$ cat src/source/opn_pkg.sv
//**********************************************************************
// OPN register interface package
// Register numbers, field widths, prescaler ratios and busy length
// shared by every block of the host register interface
//**********************************************************************

package opn_pkg;

    typedef logic [7:0] reg_addr_t;    // Latched register number
    typedef logic [7:0] reg_data_t;    // Host data byte
    typedef logic [9:0] timer_a_t;
    typedef logic [7:0] timer_b_t;
    typedef logic [8:0] pcm_t;         // DAC sample, offset binary plus LSB
    typedef logic [2:0] lfo_freq_t;
    typedef logic [2:0] chan_t;        // Bank in the top bit
    typedef logic [1:0] op_t;
    typedef logic [2:0] ch_upd_t;      // One-hot channel register select
    typedef logic [6:0] op_upd_t;      // One-hot operator register select
    typedef logic [1:0] div_sel_t;
    typedef logic [4:0] busy_cnt_t;

    typedef enum logic {
        BUSY_IDLE   = 1'b0,
        BUSY_ACTIVE = 1'b1
    } busy_state_t;

    // Global register map
    localparam reg_addr_t REG_TESTYM  = 8'h21;
    localparam reg_addr_t REG_LFO     = 8'h22;
    localparam reg_addr_t REG_CLKA1   = 8'h24;
    localparam reg_addr_t REG_CLKA2   = 8'h25;
    localparam reg_addr_t REG_CLKB    = 8'h26;
    localparam reg_addr_t REG_TIMER   = 8'h27;
    localparam reg_addr_t REG_KON     = 8'h28;
    localparam reg_addr_t REG_PCM     = 8'h2A;
    localparam reg_addr_t REG_PCM_EN  = 8'h2B;
    localparam reg_addr_t REG_DACTEST = 8'h2C;
    localparam reg_addr_t REG_CLK_N6  = 8'h2D;
    localparam reg_addr_t REG_CLK_N3  = 8'h2E;
    localparam reg_addr_t REG_CLK_N2  = 8'h2F;

    localparam int BUSY_PULSES = 32;   // Synthesis clock pulses per write

    localparam div_sel_t DIV_RESET = 2'd3;
    localparam int       DIV_CNT_W = 3;

    // Divide ratio per setting, setting 0 in the low slot
    localparam logic [3:0][DIV_CNT_W-1:0] DIV_RATIO = {3'd6, 3'd6, 3'd3, 3'd2};

endpackage
$ cat src/source/opn_mmr.sv
//**********************************************************************
// OPN host register interface
// Top level joining the address decoder, global registers, prescaler
// and busy logic
//**********************************************************************

module opn_mmr (
    input  logic               clk,
    input  logic               rst,
    input  logic               write,
    input  logic [1:0]         addr,
    input  opn_pkg::reg_data_t din,
    // Voice register file side
    output opn_pkg::reg_data_t reg_data,
    output opn_pkg::chan_t     up_ch,
    output opn_pkg::op_t       up_op,
    output logic               up_keyon,
    output opn_pkg::ch_upd_t   up_chreg,
    output opn_pkg::op_upd_t   up_opreg,
    // Timers
    output opn_pkg::timer_a_t  value_a,
    output opn_pkg::timer_b_t  value_b,
    output logic               load_a,
    output logic               load_b,
    output logic               enable_irq_a,
    output logic               enable_irq_b,
    output logic               clr_flag_a,
    output logic               clr_flag_b,
    output logic               fast_timers,
    // Test, LFO and channel 3 mode
    output logic               eg_stop,
    output logic               pg_stop,
    output logic               lfo_en,
    output opn_pkg::lfo_freq_t lfo_freq,
    output logic               csm,
    output logic               effect,
    // DAC
    output opn_pkg::pcm_t      pcm,
    output logic               pcm_en,
    output logic               pcm_wr,
    output logic               busy,
    output logic               clk_en
);

    logic               reg_wr;
    opn_pkg::reg_addr_t sel_reg;
    opn_pkg::div_sel_t  div_sel;
    logic               busy_run;
    logic               busy_last;

    // Port names match the nets above
    opn_addr_decode  addr_decode_inst  (.*);
    opn_global_regs  global_regs_inst  (.*);
    opn_prescaler    prescaler_inst    (.*);
    opn_busy_fsm     busy_fsm_inst     (.*);
    opn_busy_counter busy_counter_inst (.*);

endmodule

$ cat src/source/opn_global_regs.sv
//**********************************************************************
// OPN global registers
// Timer, LFO, test, DAC and prescaler settings written by data
// writes, with one-shot strobes cleared on the clock enable
//**********************************************************************

module opn_global_regs (
    input  logic               clk,
    input  logic               rst,
    input  logic               clk_en,
    input  logic               reg_wr,
    input  opn_pkg::reg_addr_t sel_reg,
    input  opn_pkg::reg_data_t din,
    output opn_pkg::timer_a_t  value_a,
    output opn_pkg::timer_b_t  value_b,
    output logic               load_a,
    output logic               load_b,
    output logic               enable_irq_a,
    output logic               enable_irq_b,
    output logic               clr_flag_a,
    output logic               clr_flag_b,
    output logic               fast_timers,
    output logic               eg_stop,
    output logic               pg_stop,
    output logic               lfo_en,
    output opn_pkg::lfo_freq_t lfo_freq,
    output logic               csm,
    output logic               effect,
    output opn_pkg::pcm_t      pcm,
    output logic               pcm_en,
    output logic               pcm_wr,
    output opn_pkg::div_sel_t  div_sel
);

    // Timer reloads, LFO rate and DAC sample
    always_ff @(posedge clk) begin
        if (reg_wr) begin
            case (sel_reg)
                opn_pkg::REG_CLKA1:   value_a[9:2] <= din;
                opn_pkg::REG_CLKA2:   value_a[1:0] <= din[1:0];
                opn_pkg::REG_CLKB:    value_b      <= din;
                opn_pkg::REG_LFO:     lfo_freq     <= din[2:0];
                opn_pkg::REG_PCM:     pcm          <= {~din[7], din[6:0], 1'b1};
                opn_pkg::REG_DACTEST: pcm[0]       <= din[3];
                default:              ;
            endcase
        end
    end

    always_ff @(posedge clk) begin
        if (rst) begin
            load_a       <= 1'b0;
            load_b       <= 1'b0;
            enable_irq_a <= 1'b0;
            enable_irq_b <= 1'b0;
            clr_flag_a   <= 1'b0;
            clr_flag_b   <= 1'b0;
            fast_timers  <= 1'b0;
            eg_stop      <= 1'b0;
            pg_stop      <= 1'b0;
            lfo_en       <= 1'b0;
            csm          <= 1'b0;
            effect       <= 1'b0;
            pcm_en       <= 1'b0;
            pcm_wr       <= 1'b0;
            div_sel      <= opn_pkg::DIV_RESET;
        end else if (reg_wr) begin
            case (sel_reg)
                opn_pkg::REG_TESTYM: begin
                    eg_stop     <= din[5];
                    pg_stop     <= din[3];
                    fast_timers <= din[2];
                end
                opn_pkg::REG_LFO:    lfo_en <= din[3];
                opn_pkg::REG_TIMER: begin
                    effect <= |din[7:6];
                    csm    <= din[7:6] == 2'b10;    // CSM only, not effect mode
                    {clr_flag_b, clr_flag_a, enable_irq_b, enable_irq_a,
                        load_b, load_a} <= din[5:0];
                end
                opn_pkg::REG_PCM:    pcm_wr <= 1'b1;
                opn_pkg::REG_PCM_EN: pcm_en <= din[7];
                opn_pkg::REG_CLK_N6: div_sel[1] <= 1'b1;
                opn_pkg::REG_CLK_N3: div_sel[0] <= 1'b1;
                opn_pkg::REG_CLK_N2: div_sel <= '0;
                default:             ;
            endcase
        end else if (clk_en) begin
            // One-shot strobes last until the next synthesis pulse
            clr_flag_a <= 1'b0;
            clr_flag_b <= 1'b0;
            pcm_wr     <= 1'b0;
        end
    end

endmodule

$ cat src/source/opn_addr_decode.sv
//**********************************************************************
// OPN address decoder
// Latches the register number and bank from address writes and turns
// data writes into channel, operator and key-on update selects
//**********************************************************************

module opn_addr_decode (
    input  logic               clk,
    input  logic               rst,
    input  logic               write,
    input  logic [1:0]         addr,
    input  opn_pkg::reg_data_t din,
    output logic               reg_wr,
    output opn_pkg::reg_addr_t sel_reg,
    output opn_pkg::reg_data_t reg_data,
    output opn_pkg::chan_t     up_ch,
    output opn_pkg::op_t       up_op,
    output logic               up_keyon,
    output opn_pkg::ch_upd_t   up_chreg,
    output opn_pkg::op_upd_t   up_opreg
);

    logic              bank;      // Upper channel bank from port 2
    opn_pkg::ch_upd_t  ch_sel;
    opn_pkg::op_upd_t  op_sel;

    assign reg_wr = write & addr[0];    // Ports 1 and 3

    // Register number latch
    always_ff @(posedge clk) begin
        if (rst) begin
            sel_reg <= '0;
            bank    <= 1'b0;
        end else if (write && !addr[0]) begin
            sel_reg <= din;
            bank    <= addr[1];
        end
    end

    // Slot 3 of every group is unused
    always_comb begin
        ch_sel = '0;
        op_sel = '0;
        if (sel_reg[1:0] != 2'b11) begin
            casez (sel_reg)
                8'b1010_00??: ch_sel = 3'b001;    // Frequency low
                8'b1011_00??: ch_sel = 3'b010;    // Feedback and algorithm
                8'b1011_01??: ch_sel = 3'b100;    // Modulation sensitivity
                8'h3?:        op_sel = 7'b000_0001;
                8'h4?:        op_sel = 7'b000_0010;
                8'h5?:        op_sel = 7'b000_0100;
                8'h6?:        op_sel = 7'b000_1000;
                8'h7?:        op_sel = 7'b001_0000;
                8'h8?:        op_sel = 7'b010_0000;
                8'h9?:        op_sel = 7'b100_0000;    // SSG envelope
                default:      ;
            endcase
        end
    end

    always_ff @(posedge clk) begin
        if (reg_wr) begin
            reg_data <= din;
            up_ch    <= {bank, sel_reg[1:0]};
            up_op    <= sel_reg[3:2];
        end
    end

    always_ff @(posedge clk) begin
        if (rst) begin
            up_keyon <= 1'b0;
            up_chreg <= '0;
            up_opreg <= '0;
        end else if (reg_wr) begin
            up_keyon <= sel_reg == opn_pkg::REG_KON;
            up_chreg <= ch_sel;
            up_opreg <= op_sel;
        end
    end

endmodule

$ cat src/source/opn_busy_fsm.sv
//**********************************************************************
// OPN busy state machine
// Raises busy on each new data write and drops it when the busy
// counter reports the last clock-enable pulse
//**********************************************************************

module opn_busy_fsm (
    input  logic clk,
    input  logic rst,
    input  logic reg_wr,
    input  logic busy_last,
    output logic busy,
    output logic busy_run
);

    opn_pkg::busy_state_t state;
    opn_pkg::busy_state_t state_nxt;
    logic                 reg_wr_q;
    logic                 start;

    // Rising edge of the data write strobe
    assign start    = reg_wr & ~reg_wr_q;
    assign busy_run = start;                      // Clears the counter
    assign busy     = state == opn_pkg::BUSY_ACTIVE;

    always_comb begin
        state_nxt = state;
        case (state)
            opn_pkg::BUSY_IDLE:   if (start) state_nxt = opn_pkg::BUSY_ACTIVE;
            opn_pkg::BUSY_ACTIVE: if (!start && busy_last) state_nxt = opn_pkg::BUSY_IDLE;
        endcase
    end

    always_ff @(posedge clk) begin
        if (rst) begin
            state    <= opn_pkg::BUSY_IDLE;
            reg_wr_q <= 1'b0;
        end else begin
            state    <= state_nxt;
            reg_wr_q <= reg_wr;
        end
    end

endmodule

$ cat src/source/opn_busy_counter.sv
//**********************************************************************
// OPN busy counter
// Counts clock-enable pulses after each start and flags the pulse
// that completes the busy period
//**********************************************************************

module opn_busy_counter (
    input  logic clk,
    input  logic rst,
    input  logic clk_en,
    input  logic busy_run,
    output logic busy_last
);

    opn_pkg::busy_cnt_t cnt;

    assign busy_last = clk_en && (cnt == opn_pkg::busy_cnt_t'(opn_pkg::BUSY_PULSES - 1));

    always_ff @(posedge clk) begin
        if (rst || busy_run) begin
            cnt <= '0;
        end else if (clk_en) begin
            cnt <= cnt + 1'b1;    // Wraps after the last pulse
        end
    end

endmodule

$ cat src/source/opn_prescaler.sv
//**********************************************************************
// OPN prescaler
// Divides clk by 2, 3 or 6 and emits a one-cycle clock-enable pulse
// for the synthesis logic
//**********************************************************************

module opn_prescaler (
    input  logic              clk,
    input  logic              rst,
    input  opn_pkg::div_sel_t div_sel,
    output logic              clk_en
);

    logic [opn_pkg::DIV_CNT_W-1:0] cnt;
    logic [opn_pkg::DIV_CNT_W-1:0] last;    // Final count of the period

    assign last = opn_pkg::DIV_RATIO[div_sel] - 1'b1;

    always_ff @(posedge clk) begin
        if (rst) begin
            cnt    <= '0;
            clk_en <= 1'b0;
        end else if (cnt >= last) begin    // Also catches a shorter ratio
            cnt    <= '0;
            clk_en <= 1'b1;
        end else begin
            cnt    <= cnt + 1'b1;
            clk_en <= 1'b0;
        end
    end

endmodule

$ cat config.mk
export PLATFORM = sky130hd
export DESIGN_NAME = opn_mmr
export DESIGN_NICKNAME = d
export VERILOG_FILES = /design/src/source/opn_pkg.sv /design/src/source/opn_mmr.sv /design/src/source/opn_global_regs.sv /design/src/source/opn_addr_decode.sv /design/src/source/opn_busy_fsm.sv /design/src/source/opn_busy_counter.sv /design/src/source/opn_prescaler.sv
export SDC_FILE = /design/constraint.sdc
export NUM_CORES = 1
export LEC_CHECK = 0
export BUFFER_PORTS_ARGS = -buffer_cell sky130_fd_sc_hd__clkbuf_2
export CAP_MARGIN = 15
export CORE_MARGIN = 4
export CORE_UTILIZATION = 57
export DETAILED_ROUTE_END_ITERATION = 10
export PLACE_DENSITY = 0.92
export RECOVER_POWER = 50
export SKIP_LAST_GASP = 1
export SYNTH_ARGS = -nofsm -noshare
export SYNTH_HDL_FRONTEND = slang
export SYNTH_HIERARCHICAL = 1
export SYNTH_SLANG_ARGS = --single-unit
$ cat constraint.sdc
create_clock -name clk -period 6.7 [get_ports clk]
set_input_delay 0.67 -clock clk [delete_from_list [all_inputs] [get_ports clk]]
set_output_delay 0.67 -clock clk [all_outputs]
set_load 0.02 [all_outputs]
==> metrics.txt <==
Crit Path Class input port to flip-flop; CTS Sinks 90; Commonest cells post-synth dfxtp_1, edfxtp_1, nand2_1; drt total wl 7824 µm; Pwr Density 262.0 mW/mm²; pre-CTS WS 3.368 ns; Die Area 0.007377 mm²; Max clock buf depth 2; First DRT Iteration DRCs 432; post-cts gate resize count 0; Worst Path Arrival 3.08 ns; most numerous cell in the Yosys netlist dfxtp_1; Largest register FFs 10; Reg with most FFs global_regs_inst/value_a; Seq/Total Area, Yosys 0.6454; Overflow after GRT 0; initial antenna violation count 0; biggest regs global_regs_inst/value_a x10, global_regs_inst/pcm x9; antenna cells 0; largest family of logic cells by synthesized area simple AND/OR/NAND/NOR gates; GR Util All Layers 0.2202; drt wl/cell 17.62 µm; area leader, netlist edfxtp_1; IO Port Bufs 82; Row Count 28; height of the die 85.89 µm; Non-Filler Instances 444; placed insts 428; Crit path largest cell delay 0.96 ns; Post-Synth Adder-Cell Area 0.02171; Yosys top cell area share 0.3734; critical path buffer and inverter count 2; via count 2614; Synth Register Bits 90; die width 85.89 µm; number of global-route vias before repair 2573; io pins 83; number of post-CTS setup repair buffers 0; HP Class flip-flop to flip-flop; Tcrit/Tclk final 0.4641; final hold viol count 0; Slew HR 0.2815; WP data required 6.67 ns; layout cell share with drive strength beyond 1 0.1599; clock skew 0.01113 ns; mux contribution to synthesized area 0.02460; synth top area cells edfxtp_1, dfxtp_1, nand2_1; leak pwr 0.001484 µW; unrepaired setup endpoints after global routing false; post-synthesis compound-gate area fraction 0.08683; fin nets 383; Root Buffer clkbuf_8; starting density of the core 0.5841; Startpoint Class input port; Max-cap violations 0; Skew-Pair Late Insertion Delay 0.35 ns; critical path, cell by cell clkbuf_1 > nand2_1 > clkinv_1 > nand3b_1 > nor3_1; Yosys cell types 54; final RePlAce weighted congestion 0.8158; total power 1065 µW; Post-CTS Hold Fix Bufs 0; fmax 0.3216 GHz; Mapped Area 0.003458 mm²; share of synthesized flip-flops with an asynchronous set or reset 0; Slew @ Worst Pin 1.070 ns; clock input transition at the sequential cells of the worst setup and hold paths 0.10 ns; delay-heaviest family, CP simple AND/OR/NAND/NOR gates; pin count of the biggest net entering global routing 41; final worst slack 3.590 ns; CP max-delay cell nor3_1; Detailed Routing Iterations Pass 1 7; first-pass GRT wire length 12780 µm; XOR/XNOR Fraction of Synth Area 0.007598; number of synthesized flops with an enable pin 43; Cells after Synth 284; Core Area 0.005921 mm²; CTS H-Tree Depth 3; CTS tree done; top_reg_cell synth dfxtp_1; via/cell ratio 5.887; simple-gate share of the synthesized area 0.1881; Tmin final 3.110 ns; fin. max-slew vios 0; Syn Nets 303; syn_area_per_cell 12.18 µm²; detailed placement HPWL 5338 µm; DRC 0; critical path fanouts, max 28; Final Setup Violations 0; synth warn 6; aggregate negative setup slack 0 ns; status finished, final reports clean; Area growth syn-to-layout 17.55%; Max VDD drop 165.9 µV; crit end category flip-flop; CTS Buf Count 9; number of nets with antenna violations after routing 0
[per-stage QoR]
step	cell area [µm²]	hold WS (ns)	util
CTS	4135	0.4482	0.6984
global route	4065	0.4675	0.6866
floorplan	3458	0.4081	-
detailed placement	3911	0.4258	0.6606
finish	4065	0.4440	0.6866
global placement	3911	0.4305	0.6606
[layout by cell type, fill, tap and decap left out, types with 8 or more instances in the layout]
master and count:
clkbuf_1 53, dfxtp_1 47, edfxtp_1 43, a21oi_1 21, nand2_1 39, nor4_1 8
nor2_1 8, clkbuf_8 9, clkbuf_2 29
[logic make-up after synthesis]
kind of cell             Yosys count
AO/OA/AOI/OAI                     45
buffers and inverters             21
flip-flops                        90
XOR/XNOR                           3
multiplexers                       8
adder cells (fa/ha/maj)            6
AND/OR/NAND/NOR                  111
[path summary, 6_finish.rpt]
path,startpoint,to,slack [ns],cells after the start
setup reg to reg,addr_decode_inst/sel_reg[7],global_regs_inst/value_b[5],4.12,2
hold / removal,addr_decode_inst/bank,addr_decode_inst/up_ch[2],0.44,0
hold reg to reg,addr_decode_inst/bank,addr_decode_inst/up_ch[2],0.44,0
setup / recovery,write,global_regs_inst/value_b[5],3.59,5
[layer usage]
metal	global-route usage	part of all wire
met1	0.2778	0.39
met5	0	0
met3	0.05091	0.092
met2	0.3763	0.50
met4	0.06763	0.015
[where the power goes]
group          leakage [µW]  total, µW  switching (µW)  internal, µW
combinational      0.000599       58.3            39.7          18.6
sequential         0.000777        597            11.2           586
clock              0.000108        410             197           213
[cell type report]
type	instances	area (µm²)
multi-input combinational	173	1134
sequential	90	2232
inverter	6	22.52
timing repair buffer	84	359.1
clock inverter	7	100.1
fill	433	1856
clock buffer	9	123.9
tap	75	93.84
(Power assumes the default switching activity.)
